`src/common/db_pkg.sv`:
```
/* Shared sizes and payload types for the key-value lookup table.
   Imported by the muxes, the store, the top level and the testbench. */

package db_pkg;

    // ======================================================================
    // Table sizes
    // ======================================================================

    localparam int KEY_W    = 8;
    localparam int VALUE_W  = 32;

    // Keys from DB_DEPTH up to the top of the key space are out of range
    localparam int DB_DEPTH = 192;

    // ======================================================================
    // Mux context FIFO
    // ======================================================================

    // Must be a power of two so that the pointers wrap on their own
    localparam int CTXT_DEPTH = 4;
    localparam int CTXT_PTR_W = $clog2(CTXT_DEPTH);
    localparam int CTXT_CNT_W = CTXT_PTR_W + 1;

    // ======================================================================
    // Payload types
    // ======================================================================

    typedef logic [KEY_W-1:0]   key_t;
    typedef logic [VALUE_W-1:0] value_t;

    // Update request, 41 bits
    typedef struct packed {
        key_t   key;
        logic   valid;
        value_t value;
    } upd_req_t;

    // Update response, 1 bit
    typedef struct packed {
        logic error;
    } upd_rsp_t;

    // Query request, 8 bits
    typedef struct packed {
        key_t key;
    } qry_req_t;

    // Query response, 34 bits
    typedef struct packed {
        logic   error;
        logic   valid;
        value_t value;
    } qry_rsp_t;

endpackage : db_pkg

```
`src/design/db_prio_mux.sv`:
```
/* Strict-priority two-to-one mux for one req/rdy/ack channel. A small FIFO of
   select bits sends every ack and response back to the side that was accepted. */

`timescale 1ns/1ps

module db_prio_mux
    import db_pkg::*;
#(
    parameter type REQ_T = logic,
    parameter type RSP_T = logic
) (
    input  logic clk,
    input  logic srst,

    // High-priority requester
    input  logic hi_req,
    input  REQ_T hi_req_data,
    output logic hi_rdy,
    output logic hi_ack,
    output RSP_T hi_rsp,

    // Low-priority requester
    input  logic lo_req,
    input  REQ_T lo_req_data,
    output logic lo_rdy,
    output logic lo_ack,
    output RSP_T lo_rsp,

    // Downstream responder
    output logic out_req,
    output REQ_T out_req_data,
    input  logic out_rdy,
    input  logic out_ack,
    input  RSP_T out_rsp
);

    // ======================================================================
    // Signals
    // ======================================================================

    // One bit per open transaction that is set when the lo side was accepted
    logic [CTXT_DEPTH-1:0] ctxt_sel;
    logic [CTXT_PTR_W-1:0] ctxt_wr_ptr;
    logic [CTXT_PTR_W-1:0] ctxt_rd_ptr;
    logic [CTXT_CNT_W-1:0] ctxt_cnt;
    logic                  ctxt_full;

    logic lo_sel;
    logic accept;
    logic rsp_to_lo;

    // ======================================================================
    // Request path
    // ======================================================================

    // The hi side wins whenever it asks
    assign lo_sel    = !hi_req;
    assign ctxt_full = (ctxt_cnt == CTXT_CNT_W'(CTXT_DEPTH));

    // No new request leaves while there is no room to record its origin
    assign out_req      = (hi_req || lo_req) && !ctxt_full;
    assign out_req_data = lo_sel ? lo_req_data : hi_req_data;

    assign hi_rdy = hi_req && out_rdy && !ctxt_full;
    assign lo_rdy = lo_sel && out_rdy && !ctxt_full;

    assign accept = out_req && out_rdy;

    // ======================================================================
    // Context FIFO
    // ======================================================================

    always_ff @(posedge clk) begin
        if (srst) begin
            ctxt_wr_ptr <= '0;
            ctxt_rd_ptr <= '0;
            ctxt_cnt    <= '0;
        end else begin
            if (accept) begin
                ctxt_wr_ptr <= ctxt_wr_ptr + 1'b1;
            end
            if (out_ack) begin
                ctxt_rd_ptr <= ctxt_rd_ptr + 1'b1;
            end
            case ({accept, out_ack})
                2'b10:   ctxt_cnt <= ctxt_cnt + 1'b1;
                2'b01:   ctxt_cnt <= ctxt_cnt - 1'b1;
                default: ctxt_cnt <= ctxt_cnt;
            endcase
        end
    end

    // Origin of each accepted request goes into the slot at the write pointer
    always_ff @(posedge clk) begin
        if (accept) begin
            ctxt_sel[ctxt_wr_ptr] <= lo_sel;
        end
    end

    // ======================================================================
    // Response path
    // ======================================================================

    // Oldest open transaction owns the current ack
    assign rsp_to_lo = ctxt_sel[ctxt_rd_ptr];

    assign hi_ack = out_ack && !rsp_to_lo;
    assign lo_ack = out_ack && rsp_to_lo;

    // Payload only shows up on the owning side
    always_comb begin
        hi_rsp = out_rsp;
        lo_rsp = out_rsp;
        if (rsp_to_lo) begin
            hi_rsp = '0;
        end else begin
            lo_rsp = '0;
        end
    end

endmodule : db_prio_mux

```
`config.mk`:
```
export PLATFORM = sky130hd
export DESIGN_NAME = db_prio_mux
export DESIGN_NICKNAME = d
export VERILOG_FILES = /design/src/common/db_pkg.sv /design/src/design/db_prio_mux.sv
export SDC_FILE = /design/constraint.sdc
export NUM_CORES = 1
export LEC_CHECK = 0
export ABC_AREA = 1
export BUFFER_PORTS_ARGS = -buffer_cell sky130_fd_sc_hd__buf_2
export CORE_MARGIN = 3
export CORE_UTILIZATION = 50
export DETAILED_ROUTE_END_ITERATION = 8
export GPL_TIMING_DRIVEN = 0
export PLACE_DENSITY_LB_ADDON = 0.1
export SLEW_MARGIN = 20
export SYNTH_ARGS = -nofsm -noshare
export SYNTH_HDL_FRONTEND = slang
export SYNTH_SLANG_ARGS = --single-unit
```
`constraint.sdc`:
```
create_clock -name clk -period 2.1 [get_ports clk]
set_input_delay 0.105 -clock clk [delete_from_list [all_inputs] [get_ports clk]]
set_output_delay 0.105 -clock clk [all_outputs]
set_load 0.1 [all_outputs]
```
# == Yosys cells after proc, flatten, opt, wreduce, memory -nomap -nowiden ==
# Index checks and enable logic that the tools add are counted.
# totals
reg_bits,11
in_bits,9
elab_cells,37
# op_classes
add_sub_neg,4
n_lt_le_gt_ge,3
n_eq_ne,3
n_mux,9
reduce_logical,14
# op_table
operator,n
$logic_and A1 B1 Y1,9
$lt A2 B3 Y1 const B,2
$pmux W3 S2,1
$mux W1,5
$add A2 B1 Y2 const B,2
$bwmux W4,1
$add A3 B1 Y3 const B,1
$eq A3 B3 Y1 const B,1
$logic_not A1 Y1,3
$sub A3 B1 Y3 const B,1
$bmux W1 S2,1
$demux W1 S2,1
$eq A2 B1 Y1 const B,1
$eq A2 B2 Y1 const B,1
$ge A2 B1 Y1 const B,1
$reduce_bool A2 Y1,1
$logic_or A1 B1 Y1,1

# == Logic depth before layout (Yosys ltp) ==
# Gate-level depths: netlist (run 1).
# logic_depth
ltp_word,6
depth_mapped,12
ltp_nobuf,12

# == Worst setup path before layout (run 1) ==
# OpenSTA, ideal clock, no wires.
# synth_timing
path_kind,flip-flop to output port
from,register ctxt_cnt[0]
to,output hi_rdy
arrival_ns,2.586
slack_ns,-0.591
stages_incl_launch_ff,5
path_cell_list,dfxtp_1 -> nor2_1 -> nand2_2 -> inv_1 -> nor3_1
# synth_via
elab_chain_cells,3
# synth_lines
item,line_no,rtl
start: declaration,db_prio_mux.sv:45,logic [CTXT_CNT_W-1:0] ctxt_cnt;
start signal: assignment,db_prio_mux.sv:86,2'b10: ctxt_cnt <= ctxt_cnt + 1'b1;
start signal: assignment,db_prio_mux.sv:87,2'b01: ctxt_cnt <= ctxt_cnt - 1'b1;
start signal: assignment,db_prio_mux.sv:88,default: ctxt_cnt <= ctxt_cnt;
$eq A3 B3 Y1,db_prio_mux.sv:58,assign ctxt_full = (ctxt_cnt == CTXT_CNT_W'(CTXT_DEPTH));
$logic_not A1 Y1,db_prio_mux.sv:64,assign hi_rdy = hi_req && out_rdy && !ctxt_full;
$logic_and A1 B1 Y1,db_prio_mux.sv:64,
end: declaration,db_prio_mux.sv:18,"output logic hi_rdy,"
# No other way between the ends.

# == Worst setup path after layout (run 1) ==
# layout_timing
from,register ctxt_cnt[0]
to,register ctxt_cnt[2]
# layout_via
elab_chain_cells,6
word_cells_on_any_way,10
# layout_lines
item,line_no,rtl
$eq A3 B3 Y1,db_prio_mux.sv:58,
$logic_not A1 Y1,db_prio_mux.sv:61,assign out_req = (hi_req || lo_req) && !ctxt_full;
$logic_and A1 B1 Y1,db_prio_mux.sv:61,
$logic_and A1 B1 Y1,db_prio_mux.sv:67,assign accept = out_req && out_rdy;
$eq A2 B1 Y1 / $eq A2 B2 Y1 (equally long branches),db_prio_mux.sv:85,"case ({accept, out_ack})"
$pmux W3 S2 / $reduce_bool A2 Y1 (equally long branches),--,
# Parallel ways exist; a longest one is shown, timed or not.
# A chain may end at the register's enable or synchronous reset.

==> reports/summary.txt, run 1 <==
Cts hold-fix bufs: 0
Largest net degree at the start of global routing: 9
Initial antenna violation count: 0
Worst Hold Class: in2reg
FF-to-FF End: ctxt_cnt[2]
R2R Path Start: ctxt_cnt[0]
Number of global-route vias before repair: 523
Initial Util: 0.5675
Area share of fa/ha/maj cells after synthesis: 0.1227
P_leak: 0.4413 nW
Outcome: finished, final reports clean
Post-DP Area: 770.7 um2
XOR/XNOR share of the synthesized area: 0
CP startpoint kind: flip-flop
Synth top area share: 0.2082
Layout cell share with drive strength beyond 1: 0.2143
Max-slew violations: 0
First-iteration detailed-routing DRC count: 2
Post-cts resize count: 0
Critical path endpoint category: flip-flop
Crit path to: ctxt_cnt[2]
Final-stage net count: 128
Synthesized area per cell: 7.317 um2
Fin Setup TNS: 0 ns
Worst-path clk slew: 0.07 ns
Pwr/cell area: 809.6 nW/um2
Cts bufs inserted: 3
Clock Sinks: 11
Longest Clk Path Bufs: 2
Routed WL: 1087 um
All-Layer GR Usage: 0.1427
CORE AREA: 1186 um2
Post-synthesis cell count: 92
Post-Place Cells: 122
Post-layout util: 0.6719
Layout overhead on the synthesized area: 18.40%
Via/cell ratio: 4.627
Inserted Diodes: 0
Synth cell types: 16
Port bufs: 16
Unrepaired setup endpoints after global routing: false
Yosys top cell by area: dfxtp_1
Layout Skew: 0.007459 ns
Period utilization: 0.8562
Clk_lat worst skew: 0.27 ns
Sequential share of the synthesized area: 0.3866
CP arrival: 1.97 ns
Critical Path Start: ctxt_cnt[0]
Synth area leaders: dfxtp_1, edfxtp_1, inv_1, ha_1, nand2_1
Fin crit period: 1.798 ns
Internal reg-to-reg setup slack: 0.30 ns
Proportion of synthesized area in mux cells: 0
Actual slew at the worst max-slew pin: 0.4894 ns
Max Fclk: 556.2 MHz
Std cell rows: 12
VDD IR-drop max: 0.5098 mV
Simple logic cell fraction of the synthesized area: 0.2639
Setup Viol. Count Final: 0
Largest family of logic cells by synthesized area: simple AND/OR/NAND/NOR gates
Via Count: 583
Compound-cell area share of the yosys netlist: 0.08178
RD Place Congestion: 0.7204
Drt drc: 0
Detail Route Antenna Nets: 0
Synth warnings: 0
Hold Vio Cnt, Final: 0
Design area: 797.0 um2
Slew Limit Headroom: 0.6760
Post-CTS setup repair buffer count: 0
Pre-CTS WS: 0.3345 ns
Mapped cell area: 673.1 um2
DP Wirelength: 863.8 um
I/O pin cnt: 17
CTS tree: yes
Die H: 42.69 um
Final WS setup: 0.3020 ns
Yosys reg bits: 11
Die Width: 42.69 um
Fin cells: 126
Global-route wire length before repair: 2001 um
Drt pass-1 iters: 4
Clk root buf: clkbuf_4
WHS: 0.07611 ns
FF-to-FF path depth: 12
Data required time at the worst endpoint: 2.27 ns
WS Path Type: reg2reg
H-tree levels: 1
Total gr overflow: 0
Syn Nets: 107
Critical Path Fanout Max: 7
Maxcap violations: 0
Total power: 0.6452 mW
WL/cell: 8.627 um
Die Area: 1822 um2
[logic make-up after synthesis]
kind of cell,after synthesis
AND/OR/NAND/NOR,38
buffers and inverters,26
AO/OA/AOI/OAI,11
flip-flops,11
adder cells (fa/ha/maj),6
[registers in the layout, indices dropped and copies added, names as in the netlist]
register / count
ctxt_cnt: 3
ctxt_wr_ptr: 2
ctxt_sel: 4
ctxt_rd_ptr: 2
[power breakdown]
group / internal (mW) / total [mW] / switching, mW
clock network: 0.0734 / 0.141 / 0.0679
logic: 0.0564 / 0.247 / 0.191
registers: 0.242 / 0.257 / 0.0149
[layout by cell type (no fill, tap or decap)]
cell type / instances
o21ai_0: 6
inv_2: 1
clkbuf_4: 3
nand2_2: 2
nor2_1: 13
nor3_1: 2
inv_1: 25
edfxtp_1: 4
nand3_4: 1
dfxtp_1: 7
nand3_1: 1
ha_1: 5
nand2_1: 16
nand2_4: 1
buf_2: 16
fa_1: 1
clkbuf_1: 1
a21oi_1: 5
nand4_1: 2
[cells in the mapped netlist]
cell / n
a21oi_1: 5
dfxtp_1: 7
edfxtp_1: 4
fa_1: 1
ha_1: 5
inv_1: 25
inv_2: 1
nand2_1: 16
nand2_2: 2
nand2_4: 1
nand3_1: 1
nand3_4: 1
nand4_1: 2
nor2_1: 13
nor3_1: 2
o21ai_0: 6
[layout make-up]
type	count	area, um2
fillers	99	389.1
flip-flops and latches	11	260.3
repair buffers	16	80.08
multi-input cells	55	315.3
inverters	26	97.59
clock buffers	4	26.28
well taps	14	17.52
[worst min-delay path by stage]
stage | start | endpoint | slack [ns] | cells after the start
floorplan | out_ack | ctxt_rd_ptr[0] | 0.20 | 1
global placement | out_ack | ctxt_rd_ptr[0] | 0.34 | 2
detailed placement | out_ack | ctxt_rd_ptr[0] | 0.35 | 2
CTS | out_ack | ctxt_rd_ptr[0] | 0.07 | 2
global route | out_ack | ctxt_rd_ptr[0] | 0.07 | 2
finish | out_ack | ctxt_rd_ptr[0] | 0.08 | 2
[worst max-delay path, stage by stage, from the launching register on]
cell and delay (ns):
dfxtp_1 0.33, nor2_1 0.15, nand2_2 0.11, nand3_4 0.11, ha_1 0.18, inv_1 0.07, fa_1 0.38, inv_1 0.06
nand2_1 0.04, nand3_1 0.11, nand2_1 0.06, nand2_1 0.05, nor2_1 0.04
[layer usage]
metal / share of wire / wire length (um) / track usage / vias up
met5: 0 / 0 / 0 / -
met4: 0 / 0 / 0.03727 / 0
met3: 0.057 / 62 / 0.05085 / 0
met2: 0.50 / 547 / 0.2455 / 14
met1: 0.44 / 477 / 0.1654 / 253
li1: - / - / - / 316
(Power assumes the default switching activity.)
==> run 2: changes to the inputs <==
--- a/config.mk
+++ b/config.mk
@@ -5,11 +5,11 @@
 export SDC_FILE = /design/constraint.sdc
 export NUM_CORES = 1
 export LEC_CHECK = 0
-export ABC_AREA = 1
+export ABC_AREA = 0
 export BUFFER_PORTS_ARGS = -buffer_cell sky130_fd_sc_hd__buf_2
-export CORE_MARGIN = 3
-export CORE_UTILIZATION = 50
+export CORE_AREA = 3 3 40 42
 export DETAILED_ROUTE_END_ITERATION = 8
+export DIE_AREA = 0 0 43 45
 export GPL_TIMING_DRIVEN = 0
 export PLACE_DENSITY_LB_ADDON = 0.1
 export SLEW_MARGIN = 20
==> run 2 against run 1 <==
  * Critical path depth shrank 3
  * Die area grew 6.2%
  * Cell count shrank 22%
  * Wire length shrank 9.8%
  * Clock skew shrank 0.0039 ns
  * Design area shrank 2.2%
  * Synthesized cell count shrank 34%
  * Sequential power grew 5%
  * Critical path type unchanged
==> reports/summary.txt, run 2 <==
Layout Skew: 0.003574 ns
Critical Path Fanout Max: 5
CP arrival: 2.18 ns
Initial antenna violation count: 0
Max Fclk: 503.9 MHz
First-iteration detailed-routing DRC count: 5
Reg with most FFs: ctxt_sel
Global-route wire length before repair: 1794 um
Cts bufs inserted: 3
Synth warnings: 0
Std cell rows: 13
Design area: 779.5 um2
Largest net degree at the start of global routing: 8
H-tree levels: 1
Clk root buf: clkbuf_4
Routed WL: 980 um
DP Wirelength: 759.2 um
Seq pwr share: 0.394
Post-synthesis cell count: 61
P_sw: 0.2830 mW
All-Layer GR Usage: 0.1250
Clock group share of total power: 0.203
R2R Path Start: ctxt_cnt[0]
Layout overhead on the synthesized area: 26.37%
Die H: 45 um
Commonest non-fill, non-tap cell in the layout: buf_2
FF-to-FF path depth: 9
Clk_lat worst skew: 0.26 ns
Actual slew at the worst max-slew pin: 0.4878 ns
Clock Sinks: 11
Syn Nets: 76
Fin Setup TNS: 0 ns
Outcome: finished, final reports clean
Critical path endpoint category: flip-flop
Top FF cell, synth: dfxtp_1
Most frequent cells in the layout: buf_2, inv_1, nor2_1
Area share of fa/ha/maj cells after synthesis: 0.1339
Most numerous cell in the Yosys netlist: nor2_1
Internal: 0.4018 mW
Compound-cell area share of the yosys netlist: 0.06491
Largest family of logic cells by synthesized area: simple AND/OR/NAND/NOR gates
Mapped cell area: 616.8 um2
Crit path to: ctxt_cnt[2]
Drt pass-1 iters: 4
Synth area leaders: dfxtp_1, edfxtp_1, ha_1, and2_1, nor2_1
Data required time at the worst endpoint: 2.29 ns
Fin crit period: 1.985 ns
Via Count: 483
XOR/XNOR share of the synthesized area: 0.05680
P_leak: 0.3359 nW
Proportion of synthesized area in mux cells: 0.05477
Synth top area share: 0.2272
WS Path Type: reg2reg
Synthesized area per cell: 10.11 um2
Internal reg-to-reg setup slack: 0.12 ns
Post-synth ARST share: 0
Die Area: 1935 um2
Synth top cells by count: nor2_1, dfxtp_1, inv_1
Setup Viol. Count Final: 0
Post-DP Area: 720.7 um2
Final-stage net count: 99
Worst-path clk slew: 0.07 ns
Fillcell total: 110
Max-slew violations: 0
CP startpoint kind: flip-flop
Detail Route Antenna Nets: 0
Die Width: 43 um
CORE AREA: 1285 um2
Yosys reg bits: 11
Longest Clk Path Bufs: 2
Yosys top cell by area: dfxtp_1
Number of global-route vias before repair: 444
Simple logic cell fraction of the synthesized area: 0.2252
Worst Hold Class: in2reg
VDD IR-drop max: 0.4796 mV
Layout cell share with drive strength beyond 1: 0.3735
Sw Ratio: 0.4133
I/O pin cnt: 17
Period utilization: 0.9451
Max reg flops: 4
Slew Limit Headroom: 0.6771
Initial Util: 0.4800
Cts hold-fix bufs: 0
Top Registers: ctxt_sel (4), ctxt_cnt (3)
Sequential share of the synthesized area: 0.4219
Via/cell ratio: 4.929
Critical Path Start: ctxt_cnt[0]
Port bufs: 16
Total gr overflow: 0
Pwr/cell area: 878.5 nW/um2
Drt drc: 0
FF-to-FF End: ctxt_cnt[2]
Inserted Diodes: 0
Hold Vio Cnt, Final: 0
CTS tree: yes
RD Place Congestion: 0.7475
Comb pwr share: 0.403
Post-synth EDFFs: 4
WL/cell: 10.00 um
Synth cell types: 20
Maxcap violations: 0
==> run 2: cell types whose count changed in the layout (fill, tap and decap cells not counted), sizes merged, moves of 3 or more <==
cell,delta
nand2,-18
and2,+6
inv,-19
xor2,+3
nor3b,+3
nor2,-5
==> run 2: logic make-up after synthesis <==
family | Yosys count
simple gates | 23
flops | 11
compound gates | 8
buf+inv | 7
fa+ha+maj | 6
xor+xnor | 4
mux | 2
==> run 2: how the worst min path moves through the flow <==
stage | from | to | slack, ns | depth (start not counted)
4_1_cts | srst | ctxt_wr_ptr[1] | 0.1 | 2
6_report | srst | ctxt_cnt[2] | 0.10 | 2
2_1_floorplan | srst | ctxt_cnt[2] | 0.17 | 1
3_3_place_gp | srst | ctxt_wr_ptr[1] | 0.37 | 2
5_1_grt | srst | ctxt_cnt[2] | 0.11 | 2
3_5_place_dp | srst | ctxt_wr_ptr[1] | 0.38 | 2
==> run 2: power by group through the flow <==
stage	Combinational [mW]	Sequential [mW]	Clock, mW
5_1_grt	0.300	0.275	0.151
4_1_cts	0.268	0.268	0.143
3_3_place_gp	0.258	0.271	0
6_report	0.276	0.270	0.139
2_1_floorplan	0.221	0.267	0
3_5_place_dp	0.262	0.272	0
==> run 2: stage by stage <==
step / util / power [mW] / hold slack, ns / std cells / setup slack (ns)
CTS: 0.5871 / 0.6790 / 0.09627 / 97 / 0.03775
global route: 0.6066 / 0.7254 / 0.1091 / 98 / -0.01522
finish: 0.6066 / 0.6848 / 0.1008 / 98 / 0.1153
floorplan: - / 0.4889 / 0.1741 / 61 / -0.6738
global placement: 0.5609 / 0.5294 / 0.3705 / 92 / -0.06073
detailed placement: 0.5609 / 0.5339 / 0.3814 / 92 / -0.08158
==> run 2: critical path: stages, from the launching register on <==
cell	delay [ns]
dfxtp_4	0.36
nor3b_4	0.26
nor2_4	0.06
inv_1	0.07
ha_2	0.17
inv_1	0.05
fa_2	0.33
xor2_1	0.17
or3_1	0.31
a21oi_1	0.13
==> run 2: layout make-up <==
class                   count  area [um2]  share of cell area
clock buffers               4       26.28             0.03371
inverters                   7       26.28             0.03371
multi-input cells          43       347.8              0.4462
flip-flops and latches     11       265.3              0.3403
well taps                  15       18.77             0.02408
repair buffers             18       95.09              0.1220
==> run 2: routing by layer <==
| metal | wire, um | track usage | share of wire | vias up |
|---|---|---|---|---|
| met5 | 0 | 0 | 0 | - |
| met4 | 10 | 0.03614 | 0.010 | 0 |
| met3 | 89 | 0.04781 | 0.091 | 2 |
| met2 | 423 | 0.1946 | 0.43 | 20 |
| met1 | 457 | 0.1633 | 0.47 | 213 |
| li1 | - | - | - | 248 |
==> run 2: repair_timing <==
item / CTS / global route
resized for setup: 0 / 7
pin swaps: 1 / 3
setup buffers: 1 / 1
endpoints found under the setup margin: 1 / 1
==> run 3: changes to the inputs <==
--- a/config.mk
+++ b/config.mk
@@ -7,9 +7,8 @@
 export LEC_CHECK = 0
 export ABC_AREA = 0
 export BUFFER_PORTS_ARGS = -buffer_cell sky130_fd_sc_hd__buf_2
-export CORE_AREA = 3 3 40 42
+export CORE_UTILIZATION = 44
 export DETAILED_ROUTE_END_ITERATION = 8
-export DIE_AREA = 0 0 43 45
 export GPL_TIMING_DRIVEN = 0
 export PLACE_DENSITY_LB_ADDON = 0.1
 export SLEW_MARGIN = 20
==> constraint.sdc (replaced) <==
create_clock -name clk -period 1.8 [get_ports clk]
set_input_delay 0.09 -clock clk [delete_from_list [all_inputs] [get_ports clk]]
set_output_delay 0.09 -clock clk [all_outputs]
set_load 0.1 [all_outputs]
==> run 3 against run 2 <==
  * The flow now finishes with violations (negative setup slack)
  * Clock skew fell by 0.0020 ns
  * Combinational power rose by 38%
  * Design area rose by 10%
  * Sequential power rose by 16%
  * Maximum frequency rose by 1.9%
  * Flip-flop and latch count did not move
  * Utilization rose by 5.4 points
  * Wire length rose by 18%
  * Cell count rose by 6.1%
  * Power rose by 26%
  * Critical path type unchanged
  * Largest power group unchanged
==> reports/summary.txt, run 3 (synthesis gave the netlist of run 2 again) <==
Outcome: finished with violations
Failing checks: negative setup slack
Routed WL: 1161 um
H-tree levels: 1
CP arrival: 2.15 ns
Critical path endpoint category: flip-flop
Clk_lat worst skew: 0.27 ns
Detail Route Antenna Nets: 0
WL/cell: 11.16 um
I/O pin cnt: 17
Period utilization: 1.082
RD Place Congestion: 0.6935
Die Width: 39.44 um
R2R Path Start: ctxt_cnt[0]
Worst Hold Class: in2reg
Data required time at the worst endpoint: 2.01 ns
Fin crit period: 1.948 ns
Top Registers: ctxt_sel (4), ctxt_cnt (3)
Max reg flops: 4
Maxcap violations: 0
Hold Vio Cnt, Final: 0
Area occupied by registers: 267.8 um2
Final-stage net count: 105
Total power: 0.8629 mW
Most frequent cells in the layout: buf_2, buf_4, inv_1, nor2_1
WS Path Type: reg2reg
CP startpoint kind: flip-flop
Via/cell ratio: 4.933
FF-to-FF path depth: 9
Port bufs: 16
Pwr/cell area: 1004 nW/um2
Global-route wire length before repair: 1807 um
Die H: 39.44 um
Unrepaired setup endpoints after global routing: true
CORE AREA: 1301 um2
First-iteration detailed-routing DRC count: 8
Largest net degree at the start of global routing: 8
All-Layer GR Usage: 0.1881
Clock Sinks: 11
Critical Path Start: ctxt_cnt[0]
Drt pass-1 iters: 4
Fillcell total: 107
Total gr overflow: 0
Final WS setup: -0.1475 ns
Multi-input logic area: 369.1 um2
CTS tree: yes
Pre-CTS WS: -0.2902 ns
Layout Skew: 0.001616 ns
Via Count: 513
Layout overhead on the synthesized area: 39.35%
Clk root buf: clkbuf_4
Setup Viol. Count Final: 1
VDD IR-drop max: 0.5378 mV
Layout cell share with drive strength beyond 1: 0.5281
P_leak: 0.3849 nW
Longest Clk Path Bufs: 2
Cts hold-fix bufs: 0
Fin Setup TNS: -0.1475 ns
FF-to-FF End: ctxt_cnt[2]
Cts bufs inserted: 3
Worst-path clk slew: 0.07 ns
Std cell rows: 13
Slew Limit Headroom: 0.6802
Max-slew violations: 0
Critical Path Fanout Max: 2
DP Wirelength: 771.1 um
Initial antenna violation count: 0
Internal reg-to-reg setup slack: -0.15 ns
Inserted Diodes: 0
Actual slew at the worst max-slew pin: 0.4830 ns
Reg with most FFs: ctxt_sel
Crit path to: ctxt_cnt[2]
Drt drc: 0
Number of global-route vias before repair: 449
Die Area: 1556 um2
Max Fclk: 513.5 MHz
Initial Util: 0.4740
## run 3: cell count changes in the layout (fill, tap and decap cells not counted), moves of 2 or more
cell	previous run	this run
buf_4	2	12
and2_1	6	2
nor2b_4	0	2
dfxtp_2	1	3
nor2_2	0	2
and2_4	0	4
buf_2	16	12
nor2b_2	2	0
dfxtp_1	5	3
## run 3: worst min path at each step
stage | start | to | cells after the start
global placement | srst | ctxt_cnt[1] | 2
global route | srst | ctxt_cnt[2] | 2
finish | srst | ctxt_cnt[2] | 2
CTS | srst | ctxt_cnt[0] | 2
detailed placement | srst | ctxt_cnt[0] | 2
floorplan | srst | ctxt_cnt[0] | 1
## run 3: timing repair
| item | 4_1_cts | 5_1_grt |
|---|---|---|
| endpoints found under the setup margin | 6 | 10 |
| setup buffers | 10 | 0 |
| pin swaps | 9 | 1 |
| gates resized for setup | 10 | 4 |
## run 3: metrics by stage
step / std cells / utilization / hold WS [ns] / area (um2)
after detailed placement: 92 / 0.5692 / 0.3643 / 740.7
after CTS: 106 / 0.6683 / 0.06506 / 869.6
after global routing: 104 / 0.6606 / 0.05489 / 859.6
after global placement: 92 / 0.5692 / 0.3516 / 740.7
final: 104 / 0.6606 / 0.06711 / 859.6
after floorplan: 61 / - / 0.1550 / 641.9
## run 3: critical path, stage by stage, from the launching register on
cell	delay [ns]
dfxtp_4	0.35
nor3b_4	0.21
nor2_2	0.07
inv_1	0.08
ha_2	0.19
inv_2	0.04
fa_2	0.32
xor2_1	0.15
or3_1	0.33
a21oi_2	0.13
## run 3: layout make-up
cell class	instances	area share
clock inverter	1	0.005822
sequential	11	0.3115
timing repair buffer	24	0.1747
multi-input combinational	43	0.4294
tap	15	0.02183
clock buffer	3	0.02620
inverter	7	0.03057
## run 3: layer usage
metal / vias up / GRT usage / wire, um
li1: 259 / - / -
met1: 234 / 0.2148 / 488
met2: 18 / 0.2869 / 592
met3: 2 / 0.08523 / 67
met4: 0 / 0.1034 / 12
met5: - / 0 / 0
## run 3: power breakdown
group          switching [mW]  internal, mW  total, mW
combinational           0.246         0.134      0.380
sequential             0.0243         0.290      0.314
clock                  0.0863        0.0824      0.169
total                   0.356         0.507      0.863
